===== config.mk =====
export PLATFORM = sky130hd
export DESIGN_NAME = decode_unit
export DESIGN_NICKNAME = d
export VERILOG_FILES = /design/src/verilog/isa_pkg.sv /design/src/verilog/cw_pkg.sv /design/src/verilog/decode_unit.sv /design/src/verilog/cw_combiner.sv /design/src/verilog/id_decoder.sv /design/src/verilog/r_decoder.sv
export SDC_FILE = /design/constraint.sdc
export NUM_CORES = 1
export LEC_CHECK = 0
export CELL_PAD_IN_SITES_DETAIL_PLACEMENT = 1
export CELL_PAD_IN_SITES_GLOBAL_PLACEMENT = 1
export CORE_MARGIN = 4
export CORE_UTILIZATION = 51
export DETAILED_ROUTE_END_ITERATION = 10
export DONT_BUFFER_PORTS = 1
export PLACE_DENSITY = 0.74
export SLEW_MARGIN = 20
export SYNTH_ARGS = -nofsm -noshare
export SYNTH_HDL_FRONTEND = slang
export SYNTH_HIERARCHICAL = 1
export SYNTH_SLANG_ARGS = --single-unit

===== constraint.sdc =====
create_clock -name clk -period 3.3 [get_ports clk]
set_input_delay 0.66 -clock clk [delete_from_list [all_inputs] [get_ports clk]]
set_output_delay 0.66 -clock clk [all_outputs]
set_load 0.02 [all_outputs]

===== src/verilog/isa_pkg.sv =====
package isa_pkg;

    // Instruction and field widths
    localparam int INSTR_W = 32;
    localparam int OP_R_W  = 11;
    localparam int OP_I_W  = 10;
    localparam int REG_W   = 5;
    localparam int SHAMT_W = 6;
    localparam int IMM_W   = 12;
    localparam int ADDR_W  = 9;

    // R-format opcodes, instr[31:21]
    localparam logic [OP_R_W-1:0] OP_ADD  = 11'b10001011000;
    localparam logic [OP_R_W-1:0] OP_SUB  = 11'b11001011000;
    localparam logic [OP_R_W-1:0] OP_AND  = 11'b10001010000;
    localparam logic [OP_R_W-1:0] OP_ORR  = 11'b10101010000;
    localparam logic [OP_R_W-1:0] OP_EOR  = 11'b11001010000;
    localparam logic [OP_R_W-1:0] OP_ADDS = 11'b10101011000;
    localparam logic [OP_R_W-1:0] OP_SUBS = 11'b11101011000;
    localparam logic [OP_R_W-1:0] OP_ANDS = 11'b11101010000;
    localparam logic [OP_R_W-1:0] OP_LSL  = 11'b11010011011;
    localparam logic [OP_R_W-1:0] OP_LSR  = 11'b11010011010;

    // D-format opcodes, same 11-bit slot
    localparam logic [OP_R_W-1:0] OP_LDUR = 11'b11111000010;
    localparam logic [OP_R_W-1:0] OP_STUR = 11'b11111000000;

    // I-format opcodes, instr[31:22]
    localparam logic [OP_I_W-1:0] OP_ADDI = 10'b1001000100;
    localparam logic [OP_I_W-1:0] OP_SUBI = 10'b1101000100;
    localparam logic [OP_I_W-1:0] OP_ANDI = 10'b1001001000;
    localparam logic [OP_I_W-1:0] OP_ORRI = 10'b1011001000;
    localparam logic [OP_I_W-1:0] OP_EORI = 10'b1101001000;

    // Which decoder family an opcode belongs to
    typedef enum logic [1:0] {
        CL_NONE,
        CL_R,
        CL_I,
        CL_D
    } instr_class_e;

    // Microcycle of a multi-cycle instruction
    typedef enum logic [1:0] {
        ST_EXEC0 = 2'b00,
        ST_EXEC1 = 2'b01
    } mc_state_e;

endpackage

===== src/verilog/cw_pkg.sv =====
package cw_pkg;

    import isa_pkg::*;

    // Control word and constant widths
    localparam int CW_W = 33;
    localparam int K_W  = 64;
    localparam int FS_W = 5;

    // PC+4 select, the only PC function used here
    localparam logic [1:0] PC_FS_INC = 2'b01;

    // ALU function select
    // Bits 4:2 pick the op, bit 1 inverts B, bit 0 inverts A
    typedef enum logic [FS_W-1:0] {
        FN_AND = 5'b00000,
        FN_OR  = 5'b00100,
        FN_ADD = 5'b01000,
        FN_SUB = 5'b01010,
        FN_XOR = 5'b01100,
        FN_LSL = 5'b10000,
        FN_LSR = 5'b10100
    } alu_fn_e;

    // Channel depth and credits
    localparam int IN_DEPTH    = 2;
    localparam int OUT_CREDITS = 2;
    localparam int CNT_W       = 2;
    localparam int PTR_W       = $clog2(IN_DEPTH);

    // Packs the fields in bus order, PC fields fixed
    function automatic logic [CW_W-1:0] pack_cw(
        input logic             alu_en,
        input logic             alu_bs,
        input alu_fn_e          alu_fs,
        input logic             rf_b_en,
        input logic [REG_W-1:0] rf_sa,
        input logic [REG_W-1:0] rf_sb,
        input logic [REG_W-1:0] rf_da,
        input logic             rf_w,
        input logic             ram_en,
        input logic             ram_w,
        input logic             status_ld,
        input mc_state_e        next_state
    );
        // pc_en and pc_is stay low
        return {alu_en, alu_bs, alu_fs, rf_b_en, rf_sa, rf_sb, rf_da, rf_w,
                ram_en, ram_w, 1'b0, PC_FS_INC, 1'b0, status_ld, next_state};
    endfunction

endpackage


===== src/verilog/decode_unit.sv =====
`timescale 1ns/1ps

module decode_unit (
    input  logic                        clk,
    input  logic                        rst_n,
    input  logic                        instr_valid,
    input  logic [isa_pkg::INSTR_W-1:0] instr,
    input  isa_pkg::mc_state_e          state,
    input  logic                        cw_credit,
    output logic                        instr_credit,
    output logic                        cw_valid,
    output logic [cw_pkg::CW_W-1:0]     cw,
    output logic [cw_pkg::K_W-1:0]      k,
    output logic                        illegal
);
    import isa_pkg::*;
    import cw_pkg::*;

    // Instruction queue, storage and bookkeeping
    logic [INSTR_W-1:0] q_instr [IN_DEPTH];
    mc_state_e          q_state [IN_DEPTH];
    logic [PTR_W-1:0]   wr_ptr;
    logic [PTR_W-1:0]   rd_ptr;
    logic [PTR_W-1:0]   wr_ptr_nxt;
    logic [PTR_W-1:0]   rd_ptr_nxt;
    logic [CNT_W-1:0]   q_cnt;

    // Credits held toward the datapath
    logic [CNT_W-1:0]   out_cnt;
    logic               issue;

    // Queue head and decoder results
    logic [INSTR_W-1:0] head_instr;
    mc_state_e          head_state;
    logic [CW_W-1:0]    r_cw;
    logic [K_W-1:0]     r_k;
    logic               r_hit;
    logic [CW_W-1:0]    id_cw;
    logic [K_W-1:0]     id_k;
    logic               id_hit;

    // Pop only with an entry waiting and a credit in hand
    assign issue = (q_cnt != '0) && (out_cnt != '0);

    assign head_instr = q_instr[rd_ptr];
    assign head_state = q_state[rd_ptr];

    // Circular pointers
    assign wr_ptr_nxt = (wr_ptr == PTR_W'(IN_DEPTH - 1)) ? '0 : wr_ptr + 1'b1;
    assign rd_ptr_nxt = (rd_ptr == PTR_W'(IN_DEPTH - 1)) ? '0 : rd_ptr + 1'b1;

    // Fetch only sends with credit, so a push always has room
    always_ff @(posedge clk) begin
        if (instr_valid) begin
            q_instr[wr_ptr] <= instr;
            q_state[wr_ptr] <= state;
        end
    end

    always_ff @(posedge clk) begin
        if (!rst_n) begin
            wr_ptr       <= '0;
            rd_ptr       <= '0;
            q_cnt        <= '0;
            out_cnt      <= CNT_W'(OUT_CREDITS);
            instr_credit <= 1'b0;
        end else begin
            if (instr_valid) begin
                wr_ptr <= wr_ptr_nxt;
            end
            if (issue) begin
                rd_ptr <= rd_ptr_nxt;
            end
            q_cnt   <= q_cnt + CNT_W'(instr_valid) - CNT_W'(issue);
            // Spent at issue, a cycle before cw_valid shows
            out_cnt <= out_cnt - CNT_W'(issue) + CNT_W'(cw_credit);
            // Freed slot goes back to fetch alongside cw_valid
            instr_credit <= issue;
        end
    end

    r_decoder u_r_dec (
        .instr (head_instr),
        .cw    (r_cw),
        .k     (r_k),
        .hit   (r_hit)
    );

    id_decoder u_id_dec (
        .instr (head_instr),
        .state (head_state),
        .cw    (id_cw),
        .k     (id_k),
        .hit   (id_hit)
    );

    cw_combiner u_comb (
        .clk      (clk),
        .rst_n    (rst_n),
        .issue    (issue),
        .r_cw     (r_cw),
        .r_k      (r_k),
        .r_hit    (r_hit),
        .id_cw    (id_cw),
        .id_k     (id_k),
        .id_hit   (id_hit),
        .cw_valid (cw_valid),
        .cw       (cw),
        .k        (k),
        .illegal  (illegal)
    );

    // Fetch overran its credits
    a_no_push_full: assert property (@(posedge clk) disable iff (!rst_n)
        instr_valid |-> (q_cnt < CNT_W'(IN_DEPTH)))
        else $error("instruction pushed into a full queue");

    // Datapath returned more credits than it was given
    a_credit_bound: assert property (@(posedge clk) disable iff (!rst_n)
        (cw_credit && !issue) |-> (out_cnt < CNT_W'(OUT_CREDITS)))
        else $error("output credit count above its initial value");

endmodule


===== src/verilog/cw_combiner.sv =====
`timescale 1ns/1ps

module cw_combiner (
    input  logic                    clk,
    input  logic                    rst_n,
    input  logic                    issue,
    input  logic [cw_pkg::CW_W-1:0] r_cw,
    input  logic [cw_pkg::K_W-1:0]  r_k,
    input  logic                    r_hit,
    input  logic [cw_pkg::CW_W-1:0] id_cw,
    input  logic [cw_pkg::K_W-1:0]  id_k,
    input  logic                    id_hit,
    output logic                    cw_valid,
    output logic [cw_pkg::CW_W-1:0] cw,
    output logic [cw_pkg::K_W-1:0]  k,
    output logic                    illegal
);
    import cw_pkg::*;

    logic [CW_W-1:0] sel_cw;
    logic [K_W-1:0]  sel_k;
    logic            miss;

    // Pick whichever decoder claimed the opcode
    always_comb begin
        miss = 1'b0;
        if (r_hit) begin
            sel_cw = r_cw;
            sel_k  = r_k;
        end else if (id_hit) begin
            sel_cw = id_cw;
            sel_k  = id_k;
        end else begin
            // Unknown opcode gives a null word
            sel_cw = '0;
            sel_k  = '0;
            miss   = 1'b1;
        end
    end

    // Valid pulse and illegal flag held until the next issue
    always_ff @(posedge clk) begin
        if (!rst_n) begin
            cw_valid <= 1'b0;
            illegal  <= 1'b0;
        end else begin
            cw_valid <= issue;
            if (issue) begin
                illegal <= miss;
            end
        end
    end

    // Output word held until the next issue
    always_ff @(posedge clk) begin
        if (issue) begin
            cw <= sel_cw;
            k  <= sel_k;
        end
    end

    // Opcode spaces of the two decoders are disjoint
    a_one_hit: assert property (@(posedge clk) disable iff (!rst_n)
        issue |-> !(r_hit && id_hit))
        else $error("both decoders claimed the same instruction");

endmodule


===== src/verilog/id_decoder.sv =====
`timescale 1ns/1ps

module id_decoder (
    input  logic [isa_pkg::INSTR_W-1:0] instr,
    input  isa_pkg::mc_state_e          state,
    output logic [cw_pkg::CW_W-1:0]     cw,
    output logic [cw_pkg::K_W-1:0]      k,
    output logic                        hit
);
    import isa_pkg::*;
    import cw_pkg::*;

    logic [OP_I_W-1:0] op_i;
    logic [OP_R_W-1:0] op_d;
    logic [IMM_W-1:0]  imm;
    logic [ADDR_W-1:0] addr;
    logic [REG_W-1:0]  rn;
    logic [REG_W-1:0]  rt;
    instr_class_e      cls;
    alu_fn_e           fn;
    logic              is_ld;
    logic              wb;

    // I-format: op[31:22] imm[21:10]
    // D-format: op[31:21] addr[20:12] op2[11:10]
    assign op_i = instr[31:22];
    assign op_d = instr[31:21];
    assign imm  = instr[21:10];
    assign addr = instr[20:12];
    // Rd for I-format, Rt for D-format
    assign rn   = instr[9:5];
    assign rt   = instr[4:0];

    // Classify, 10-bit opcodes first
    always_comb begin
        cls   = CL_I;
        fn    = FN_ADD;
        is_ld = 1'b0;
        case (op_i)
            OP_ADDI: fn = FN_ADD;
            OP_SUBI: fn = FN_SUB;
            OP_ANDI: fn = FN_AND;
            OP_ORRI: fn = FN_OR;
            OP_EORI: fn = FN_XOR;
            default: begin
                // Memory ops, address is Rn plus offset
                case (op_d)
                    OP_LDUR: begin
                        cls   = CL_D;
                        is_ld = 1'b1;
                    end
                    OP_STUR: cls = CL_D;
                    default: cls = CL_NONE;
                endcase
            end
        endcase
    end

    // Second LDUR microcycle writes RAM data back
    assign wb = is_ld && (state == ST_EXEC1);

    assign hit = (cls != CL_NONE);

    always_comb begin
        cw = '0;
        k  = '0;
        case (cls)
            CL_I: begin
                // Rn op imm into Rd, no Rm field in this format
                cw = pack_cw(1'b1, 1'b1, fn, 1'b0, rn, '0, rt,
                             1'b1, 1'b0, 1'b0, 1'b0, ST_EXEC0);
                k  = K_W'(imm);
            end
            CL_D: begin
                k = K_W'(addr);
                if (is_ld) begin
                    // Address cycle, then RAM onto the bus into Rt
                    cw = pack_cw(1'b0, 1'b1, FN_ADD, 1'b0, rn, '0,
                                 wb ? rt : '0, wb, wb, 1'b0, 1'b0,
                                 wb ? ST_EXEC0 : ST_EXEC1);
                end else begin
                    // Rt drives the bus as store data
                    cw = pack_cw(1'b0, 1'b1, FN_ADD, 1'b1, rn, rt, '0,
                                 1'b0, 1'b0, 1'b1, 1'b0, ST_EXEC0);
                end
            end
            default: begin
                cw = '0;
                k  = '0;
            end
        endcase
    end

endmodule


===== src/verilog/r_decoder.sv =====
`timescale 1ns/1ps

module r_decoder (
    input  logic [isa_pkg::INSTR_W-1:0] instr,
    output logic [cw_pkg::CW_W-1:0]     cw,
    output logic [cw_pkg::K_W-1:0]      k,
    output logic                        hit
);
    import isa_pkg::*;
    import cw_pkg::*;

    logic [OP_R_W-1:0]  op;
    logic [REG_W-1:0]   rm;
    logic [SHAMT_W-1:0] shamt;
    logic [REG_W-1:0]   rn;
    logic [REG_W-1:0]   rd;
    instr_class_e       cls;
    alu_fn_e            fn;
    logic               flags;
    logic               shift;

    // R-format field split
    assign {op, rm, shamt, rn, rd} = instr;

    // Opcode to ALU function
    always_comb begin
        cls   = CL_R;
        fn    = FN_ADD;
        flags = 1'b0;
        shift = 1'b0;
        case (op)
            OP_ADD:  fn = FN_ADD;
            OP_SUB:  fn = FN_SUB;
            OP_AND:  fn = FN_AND;
            OP_ORR:  fn = FN_OR;
            OP_EOR:  fn = FN_XOR;
            // Flag-setting forms
            OP_ADDS: begin
                fn    = FN_ADD;
                flags = 1'b1;
            end
            OP_SUBS: begin
                fn    = FN_SUB;
                flags = 1'b1;
            end
            OP_ANDS: begin
                fn    = FN_AND;
                flags = 1'b1;
            end
            // Shift amount comes in through K
            OP_LSL: begin
                fn    = FN_LSL;
                shift = 1'b1;
            end
            OP_LSR: begin
                fn    = FN_LSR;
                shift = 1'b1;
            end
            default: cls = CL_NONE;
        endcase
    end

    assign hit = (cls == CL_R);

    // ALU result to bus, Rn op Rm into Rd
    // B select follows shift so the ALU sees K
    assign cw = hit ? pack_cw(1'b1, shift, fn, 1'b0, rn, rm, rd,
                              1'b1, 1'b0, 1'b0, flags, ST_EXEC0) : '0;

    // Zero-extended shamt, otherwise no constant
    assign k = shift ? K_W'(shamt) : '0;

endmodule


==> metrics.md, run 1 <==
| Metric | Value |
|---|---|
| Status | finished, final reports clean |
| DRC | 0 |
| Top post-synthesis cells by count | edfxtp_1, buf_4, a22o_1, and2_1, mux2_4 |
| Final setup fails | 0 |
| Rows | 47 |
| Starting Density | 0.519 |
| Crit Path Class | reg -> reg |
| Vias in the first global route | around 4400 |
| Synth-to-Final Area Change | 3.72% |
| Clk_lat worst skew | approximately 420 ps |
| Antenna violations before repair | 0 |
| FILL cells | around 1700 |
| Crit-path max FO | 22 |
| Clock sink count | approximately 180 |
| Final RePlAce weighted congestion | 0.820 |
| Vert. Die Dim | roughly 140 um |
| Critical Path Source Type | register |
| Buffers plus inverters on the worst setup path | 2 |
| CP peak stage delay | ~630 ps |
| Total power | between 5 and 6 mW |
| Worst hold path class | in -> reg |
| Synth area leaders | edfxtp_1, buf_4, a22o_1 |
| HPWL Detailed | between 10 and 15 mm |
| Largest net degree at the start of global routing | just over 100 |
| Slew Viols, Final | 0 |
| Die width | approximately 140 um |
| Setup_tns | 0 ps |
| Count leader, synth | edfxtp_1 |
| Family with the most delay on the worst path | simple AND/OR/NAND/NOR gates |
| Tot GR Track Use | 0.172 |
| Drt wl/cell | ~19 um |
| Core ar. | around 0.017 sq mm |
| Nets | between 600 and 700 |
| Synthesized area | 0.00861 sq mm |
| Final Hold Fails | 0 |
| Num CTS Buffers | 17 |
| Via count | 4161 |
| TritonCTS clock tree | built |
| Hold slack | approximately 330 ps |
| Post-synth top area share | 0.575 |
| Final ANT Viol Nets | 0 |
| WP data arrival | between 3000 and 4000 ps |
| CTS Buffer Depth | 2 |
| Share of flip-flops with an asynchronous set or reset | 0 |
| Final period utilization | 0.946 |
| CP Capture Type | register |
| Mean Syn Cell Area | about 14 sq um |
| Number of synthesized flops with an enable pin | approximately 170 |
| Data required, critical path | between 3000 and 4000 ps |
| Fmax | 320 MHz |
| Vias per inst | between 4 and 5 |
| WL final | between 15 and 20 mm |
| Root Buffer | clkbuf_16 |
| DR pass1 iterations | 4 |
| Number of I/O port buffers | 0 |
| Sequential-to-total area share from yosys stat | 0.598 |
| CTS Hold Bufs | 0 |
| H-tree levels | 4 |
| Min Tclk post-route | between 3000 and 4000 ps |
| Iteration-0 DRC Markers | about 150 |
| Setup WS pre-CTS | 29.5 ps |
| Largest area contributor in the netlist | edfxtp_1 |
| Num ports | ~140 |
| First-pass GRT wire length | 24.3 mm |
| Synth cell types | 46 |
| Worst rel slew slack | 0.467 |
| Maximum vdd drop | ~0.36 mV |
| CP max-delay cell | o21ai_0 |
| PD cells | about 600 mW/mm^2 |
| Die area | roughly 0.019 sq mm |
| Gate Count Post-Synth | approximately 600 |
| Max cap viols | 0 |
| Post-route setup slack | 179 ps |
| Worst-path clk slew | ~70 ps |
| Share of layout cells above drive strength 1 | 0.153 |
| Ys Warns | 6 |
| Ys flop type | edfxtp_1 |
| Static leakage | 3.43 nW |
| Worst-margin pin slew | 800 ps |
| Number of synthesized register bits | around 180 |
| Diode count | 0 |
| GR Overflow Total | 0 |
| CP Cell Sequence | buf_12 > mux2_4 > and4bb_2 > nand2_2 > o21ai_0 > nor2b_4 > buf_4 > a22o_1 |
| Final Skew | ~10 ps |
-- state kept, by name, summed over array words and instances, names as in the netlist, named ones only --
name	count
q_cnt	2
u_comb/cw	33
instr_credit	1
q_state	4
q_instr	64
u_comb/cw_valid	1
rd_ptr	1
wr_ptr	1
u_comb/illegal	1
out_cnt	2
u_comb/k	64
-- worst register-to-register path, cell delays in order, from the launching register on --
cell and delay, ps:
dfxtp_2 440, buf_12 170, mux2_4 310, and4bb_2 350, nand2_2 60, o21ai_0 630, nor2b_4 500, buf_4 330
a22o_1 180
-- what timing repair did --
action,CTS,global route
endpoints found under the setup margin,1,37
setup buffers,0,0
gates resized for setup,0,2
gates cloned,1,1
hold endpoints to repair,0,0
-- layer usage --
layer | share of wire | vias to the layer above | GRT usage
li1 | - | 2011 | -
met1 | 0.42 | 2035 | 0.204
met2 | 0.51 | 101 | 0.290
met3 | 0.054 | 14 | 0.0584
met4 | 0.018 | 0 | 0.0631
met5 | 0 | - | 0
-- cell type report --
| type | instances | area, sq um | area share |
|---|---|---|---|
| clock buffer | 18 | 429 | 0.0480 |
| tap | 220 | 275 | 0.0308 |
| inverter | 2 | 7.51 | 0.000840 |
| clock inverter | 13 | 189 | 0.0211 |
| multi-input combinational | 392 | 2760 | 0.309 |
| timing repair buffer | 13 | 114 | 0.0127 |
| sequential | 175 | 5160 | 0.577 |
-- kinds of logic after synthesis --
family,synth area share
fa+ha+maj,0.00290
other cells,0.000872
compound gates,0.124
xor+xnor,0.00305
buf+inv,0.140
flops,0.598
simple gates,0.0710
mux,0.0600
-- power by group --
part	switching (mW)	internal (mW)	total [mW]
logic	0.284	0.185	0.470
registers	0.201	2.62	2.82
clock network	0.841	1.27	2.11
total	1.33	4.08	5.40
-- layout by cell type (no fill, tap or decap), types with 3 or more instances in the layout --
master,n
mux2_4,30
buf_4,11
clkbuf_16,17
o21ai_1,3
nor3_1,4
nand2_1,12
o21ai_0,5
and3_1,17
nor2_1,8
clkinv_4,3
dfxtp_1,9
edfxtp_1,165
conb_1,126
nand2b_1,4
a22o_1,105
o21a_1,3
mux2_2,4
bufinv_16,4
nor2b_1,5
and2_1,31
-- path summary, 6_finish.rpt --
kind | from | endpoint | slack, ps | cells after the start
min reg2reg | q_cnt[1] | q_cnt[1] | 580 | 2
max reg2reg | register | u_comb/k[3] | 180 | 8
max | register | u_comb/k[3] | 180 | 8
min | instr[27] | q_instr[0][27] | 330 | 0
-- through the flow --
step / utilization / area [sq um] / std cells
finish: 0.539 / 8930 / 833
global route: 0.539 / 8930 / 833
CTS: 0.538 / 8920 / 832
detailed placement: 0.500 / 8290 / 800
global placement: 0.500 / 8290 / 800
floorplan: - / 9080 / 728
No activity file was read; power rests on OpenSTA's default activity.
==> inputs of run 2 (changes only) <==
--- a/config.mk
+++ b/config.mk
@@ -11,7 +11,7 @@
 export CORE_UTILIZATION = 51
 export DETAILED_ROUTE_END_ITERATION = 10
 export DONT_BUFFER_PORTS = 1
-export PLACE_DENSITY = 0.74
+export PLACE_DENSITY = 0.75
 export SLEW_MARGIN = 20
 export SYNTH_ARGS = -nofsm -noshare
 export SYNTH_HDL_FRONTEND = slang
==> metrics.md, run 2 (synthesized netlist as in run 1, its figures left out) <==
| Metric | Value |
|---|---|
| Status | finished, final reports clean |
| GR Overflow Total | 0 |
| Diode count | 0 |
| Iteration-0 DRC Markers | between 200 and 250 |
| Post-route cell area | ~0.009 sq mm |
| DR pass1 iterations | 4 |
| Hold_sp | instr[19] |
| Psw | 1.35 mW |
| Num ports | ~140 |
| Antenna violations before repair | 0 |
| Starting Density | 0.519 |
| Fmax | 335 MHz |
| Final setup fails | 0 |
| Worst R2R Setup Slack | 310 ps |
| CP Capture Type | register |
| Biggest regs | q_instr: 64 flops, u_comb/k: 64 flops, u_comb/cw: 33 flops |
| Number of I/O port buffers | 0 |
| Root Buffer | clkbuf_16 |
| Tot GR Track Use | 0.171 |
| Hold slack | between 300 and 400 ps |
| Final ANT Viol Nets | 0 |
| CP Capture Point | u_comb/cw[25] |
| DRC | 0 |
| Final RePlAce weighted congestion | 0.830 |
| Postcts setup bufs | 0 |
| WL final | between 15 and 20 mm |
| Slew Viols, Final | 0 |
| Rows | 47 |
| Post-route setup slack | about 310 ps |
| Data required, critical path | 3470 ps |
| Combinational Power Share | 0.089 |
| Clock power share | 0.367 |
| Core ar. | between 0.015 and 0.02 sq mm |
| First-pass GRT wire length | about 24 mm |
| CTS Buffer Depth | 2 |
| Final core occ | 0.533 |
| Crit-path max FO | 76 |
| Drt wl/cell | 19.2 um |
| Most common cell after layout, fill and taps aside | edfxtp_1 |
| Maximum vdd drop | a little under 0.5 mV |
| Via count | 4165 |
| Total power | 5.20 mW |
| Share of layout cells above drive strength 1 | 0.149 |
| Placed inst area | roughly 0.0083 sq mm |
| Setup_tns | 0 ps |
| Hold depth | 0 |
| Worst-path clk slew | roughly 70 ps |
| Post-Place Cells | 797 |
| HPWL Detailed | between 10 and 15 mm |
| Nets | 636 |
| Post-CTS sizing | 0 |
| Largest net degree at the start of global routing | just under 80 |
| Worst R2R Path Depth | 8 |
| Die width | 138 um |
| Crit Path Class | reg -> reg |
| Die area | ~0.019 sq mm |
| Most frequent cells in the layout | edfxtp_1, conb_1, a22o_1 |
| Synth-to-Final Area Change | 2.61% |
| P_int | 3.85 mW |
| Vias in the first global route | around 4400 |
| TritonCTS clock tree | built |
| Max cap viols | 0 |
| Setup WS pre-CTS | between 300 and 400 ps |
| Clk_lat worst skew | between 400 and 500 ps |
| Vert. Die Dim | roughly 140 um |
| Worst hold path class | in -> reg |
| Final period utilization | 0.905 |
| RR Endpoint | u_comb/cw[25] |
| Worst rel slew slack | 0.566 |
| RSZ-0062 raised after global routing | false |
| Sequential share of power | 0.544 |
| Final Skew | 8.34 ps |
| Num CTS Buffers | 17 |
| H-tree levels | 4 |
| Critical Path Source Type | register |
| Min Tclk post-route | about 3000 ps |
| Worst-margin pin slew | ~650 ps |
| WP data arrival | between 3000 and 4000 ps |
| Clock sink count | between 150 and 200 |
| Sw frac | 0.259 |
| PD cells | roughly 590 mW/mm^2 |
| CTS Hold Bufs | 0 |
| Static leakage | 3.38 nW |
| Non-Filler Instances | ~830 |
| Final Hold Fails | 0 |
| Vias per inst | roughly 5 |
## run 2: cell count changes in the layout (fill, tap and decap cells not counted), moves of 2 or more
| cell | change |
|---|---|
| buf_4 | -3 |
| bufinv_16 | -3 |
| clkinv_2 | +2 |
| inv_6 | +3 |
## run 2: power by group through the flow
stage	combinational [mW]	clock [mW]	sequential [mW]
finish	0.463	1.91	2.83
global route	0.510	2.05	2.84
CTS	0.461	1.96	2.83
detailed placement	0.456	0	2.88
global placement	0.435	0	2.87
floorplan	0.482	0	2.84
## run 2: cell type report
cell class / count / area [sq um]
multi-input cells: 390 / 2740
flip-flops and latches: 175 / 5160
well taps: 220 / 275
repair buffers: 10 / 100
clock inverters: 15 / 134
inverters: 2 / 7.51
clock buffers: 17 / 425
fillers: 1635 / 7740
## run 2: worst max-delay path, cell delays in order (launching register included)
cell and delay [ps]:
dfxtp_2 470, buf_4 350, mux2_4 280, nand4bb_1 280, o21ai_4 390, and2_4 400
nor2b_4 80, buf_12 200, a22o_1 220
## run 2: routing by layer
metal | global-route usage | share of wire | vias up
li1 | - | - | 1999
met1 | 0.194 | 0.40 | 2033
met2 | 0.295 | 0.52 | 115
met3 | 0.0657 | 0.059 | 18
met4 | 0.0626 | 0.024 | 0
met5 | 0 | 0 | -
## run 2: worst min path at each step
| stage | endpoint | slack, ps |
|---|---|---|
| global route | q_instr[0][20] | 300 |
| floorplan | q_cnt[1] | 520 |
| global placement | q_cnt[1] | 540 |
| detailed placement | q_cnt[1] | 570 |
| finish | q_instr[0][19] | 330 |
| CTS | q_instr[1][18] | 310 |
==> inputs of run 3 (changes only) <==
--- a/config.mk
+++ b/config.mk
@@ -7,6 +7,7 @@
 export LEC_CHECK = 0
 export CELL_PAD_IN_SITES_DETAIL_PLACEMENT = 1
 export CELL_PAD_IN_SITES_GLOBAL_PLACEMENT = 1
+export CORE_ASPECT_RATIO = 0.8
 export CORE_MARGIN = 4
 export CORE_UTILIZATION = 51
 export DETAILED_ROUTE_END_ITERATION = 10
==> metrics.md, run 3 (synthesized netlist as in run 1, its figures left out) <==
| Metric | Value |
|---|---|
| Placed inst area | 0.00826 sq mm |
| Slew Viols, Final | 0 |
| Setup_tns | 0 ps |
| Final Hold Fails | 0 |
| Final period utilization | 0.903 |
| Final ANT Viol Nets | 0 |
| CP Capture Type | register |
| Status | finished, final reports clean |
| Met3 Wirelength | approximately 1.0 mm |
| Routed metal-1 wirelength | roughly 6.6 mm |
| Nets | between 600 and 700 |
| Critical Path Source Type | register |
| Biggest regs | q_instr: 64 flops, u_comb/k: 64 flops, u_comb/cw: 33 flops |
| Stages on the worst setup path | 8 |
| RSZ-0062 raised after global routing | false |
| Antenna violations before repair | 0 |
| Core ar. | around 0.017 sq mm |
| Worst hold path class | in -> reg |
| Most frequent cells in the layout | edfxtp_1, conb_1, a22o_1 |
| Drt wl/cell | 19.2 um |
| Die width | about 150 um |
| WP data arrival | between 3000 and 4000 ps |
| Worst-path clk slew | 70 ps |
| Die area | 0.0190 sq mm |
| Buffers plus inverters on the worst setup path | 2 |
| Number of I/O port buffers | 0 |
| Vias in the first global route | about 4400 |
| Family with the most delay on the worst path | simple AND/OR/NAND/NOR gates |
| Worst-margin pin slew | around 970 ps |
| CTS Buffer Depth | 2 |
| Tot GR Track Use | 0.171 |
| Clk_lat worst skew | between 400 and 500 ps |
| PD cells | 595 mW/mm^2 |
| DR pass1 iterations | 5 |
| Final setup fails | 0 |
| Synth-to-Final Area Change | 2.64% |
| Crit Path Class | reg -> reg |
| CP Cell Sequence | buf_4 > mux2_4 > and4bb_2 > nand2_2 > o21ai_0 > nor2b_4 > buf_12 > a22o_1 |
| HPWL Detailed | about 11 mm |
| CP max-delay cell | dfxtp_2 |
| Largest net degree at the start of global routing | 93 |
| GR Overflow Total | 0 |
| Data required, critical path | around 3600 ps |
| Postcts setup bufs | 0 |
| Max cap viols | 0 |
| TritonCTS clock tree | built |
| Worst R2R Path Depth | 8 |
| Share of layout cells above drive strength 1 | 0.144 |
| Vias per inst | around 5 |
| Num ports | ~140 |
| Crit-path max FO | between 90 and 100 |
| Via count | 4192 |
| Rows | 42 |
| DRC | 0 |
| Vert. Die Dim | around 120 um |
| Maximum vdd drop | 0.402 mV |
| Met2 wire len | roughly 8.1 mm |
| First-pass GRT wire length | 25.2 mm |
| Worst rel slew slack | 0.353 |
| Hold depth | 0 |
| Root Buffer | clkbuf_16 |
| Min Tclk post-route | around 3000 ps |
| Final RePlAce weighted congestion | ~0.85 |
| Static leakage | between 3 and 4 nW |
| CP peak stage delay | between 500 and 600 ps |
| Most common cell after layout, fill and taps aside | edfxtp_1 |
| H-tree levels | 4 |
| Iteration-0 DRC Markers | around 290 |
| Post-route cell area | 0.00884 sq mm |
| Starting Density | 0.520 |
| Final Skew | roughly 8.1 ps |
| Num CTS Buffers | 17 |
| Fmax | 336 MHz |
| DR top layer | met4 |
| WL final | around 16 mm |
| CTS Hold Bufs | 0 |
| Clock sink count | 175 |
| Diode count | 0 |
| Post-CTS sizing | 0 |
## run 3: cell count changes in the layout (fill, tap and decap cells not counted), sizes merged
cell / before / now
clkinv: 6 / 3
clkbuf: 17 / 18
buf: 10 / 7
inv: 7 / 9
## run 3: layout make-up
type	count	area (sq um)
Multi-Input combinational cell	390	2750
Clock buffer	18	429
Fill cell	1628	7710
Sequential cell	175	5160
Tap cell	220	275
Clock inverter	14	150
Inverter	2	7.51
Timing Repair Buffer	7	77.6
## run 3: worst paths after layout
check / end / start / slack [ps]
min reg2reg: q_cnt[1] / q_cnt[1] / 620
max: u_comb/cw[7] / register / 320
min: q_instr[1][15] / instr[15] / 320
max reg2reg: u_comb/cw[7] / register / 320
## run 3: per-layer routing
layer | track usage | vias to the layer above
met3 | 0.0612 | 15
li1 | - | 1995
met4 | 0.0487 | 0
met1 | 0.209 | 2080
met5 | 0 | -
met2 | 0.287 | 102
## run 3: through the flow
stage                     power [mW]  worst slack [ps]   util  instances  hold WS [ps]
after floorplan                 3.32               398      -        728           517
after global placement          3.31               494  0.499        794           542
after detailed placement        3.34               352  0.499        794           587
after CTS                       5.32               307  0.534        826           297
after global routing            5.49               106  0.534        826           288
final                           5.26               319  0.534        826           324
## run 3: where the power goes
part	internal [mW]	switching, mW	total (mW)	leakage [nW]
Sequential	2.62	0.208	2.83	1.68
Clock	1.07	0.903	1.97	0.275
Combinational	0.179	0.276	0.455	1.42
Total	3.87	1.39	5.26	3.38
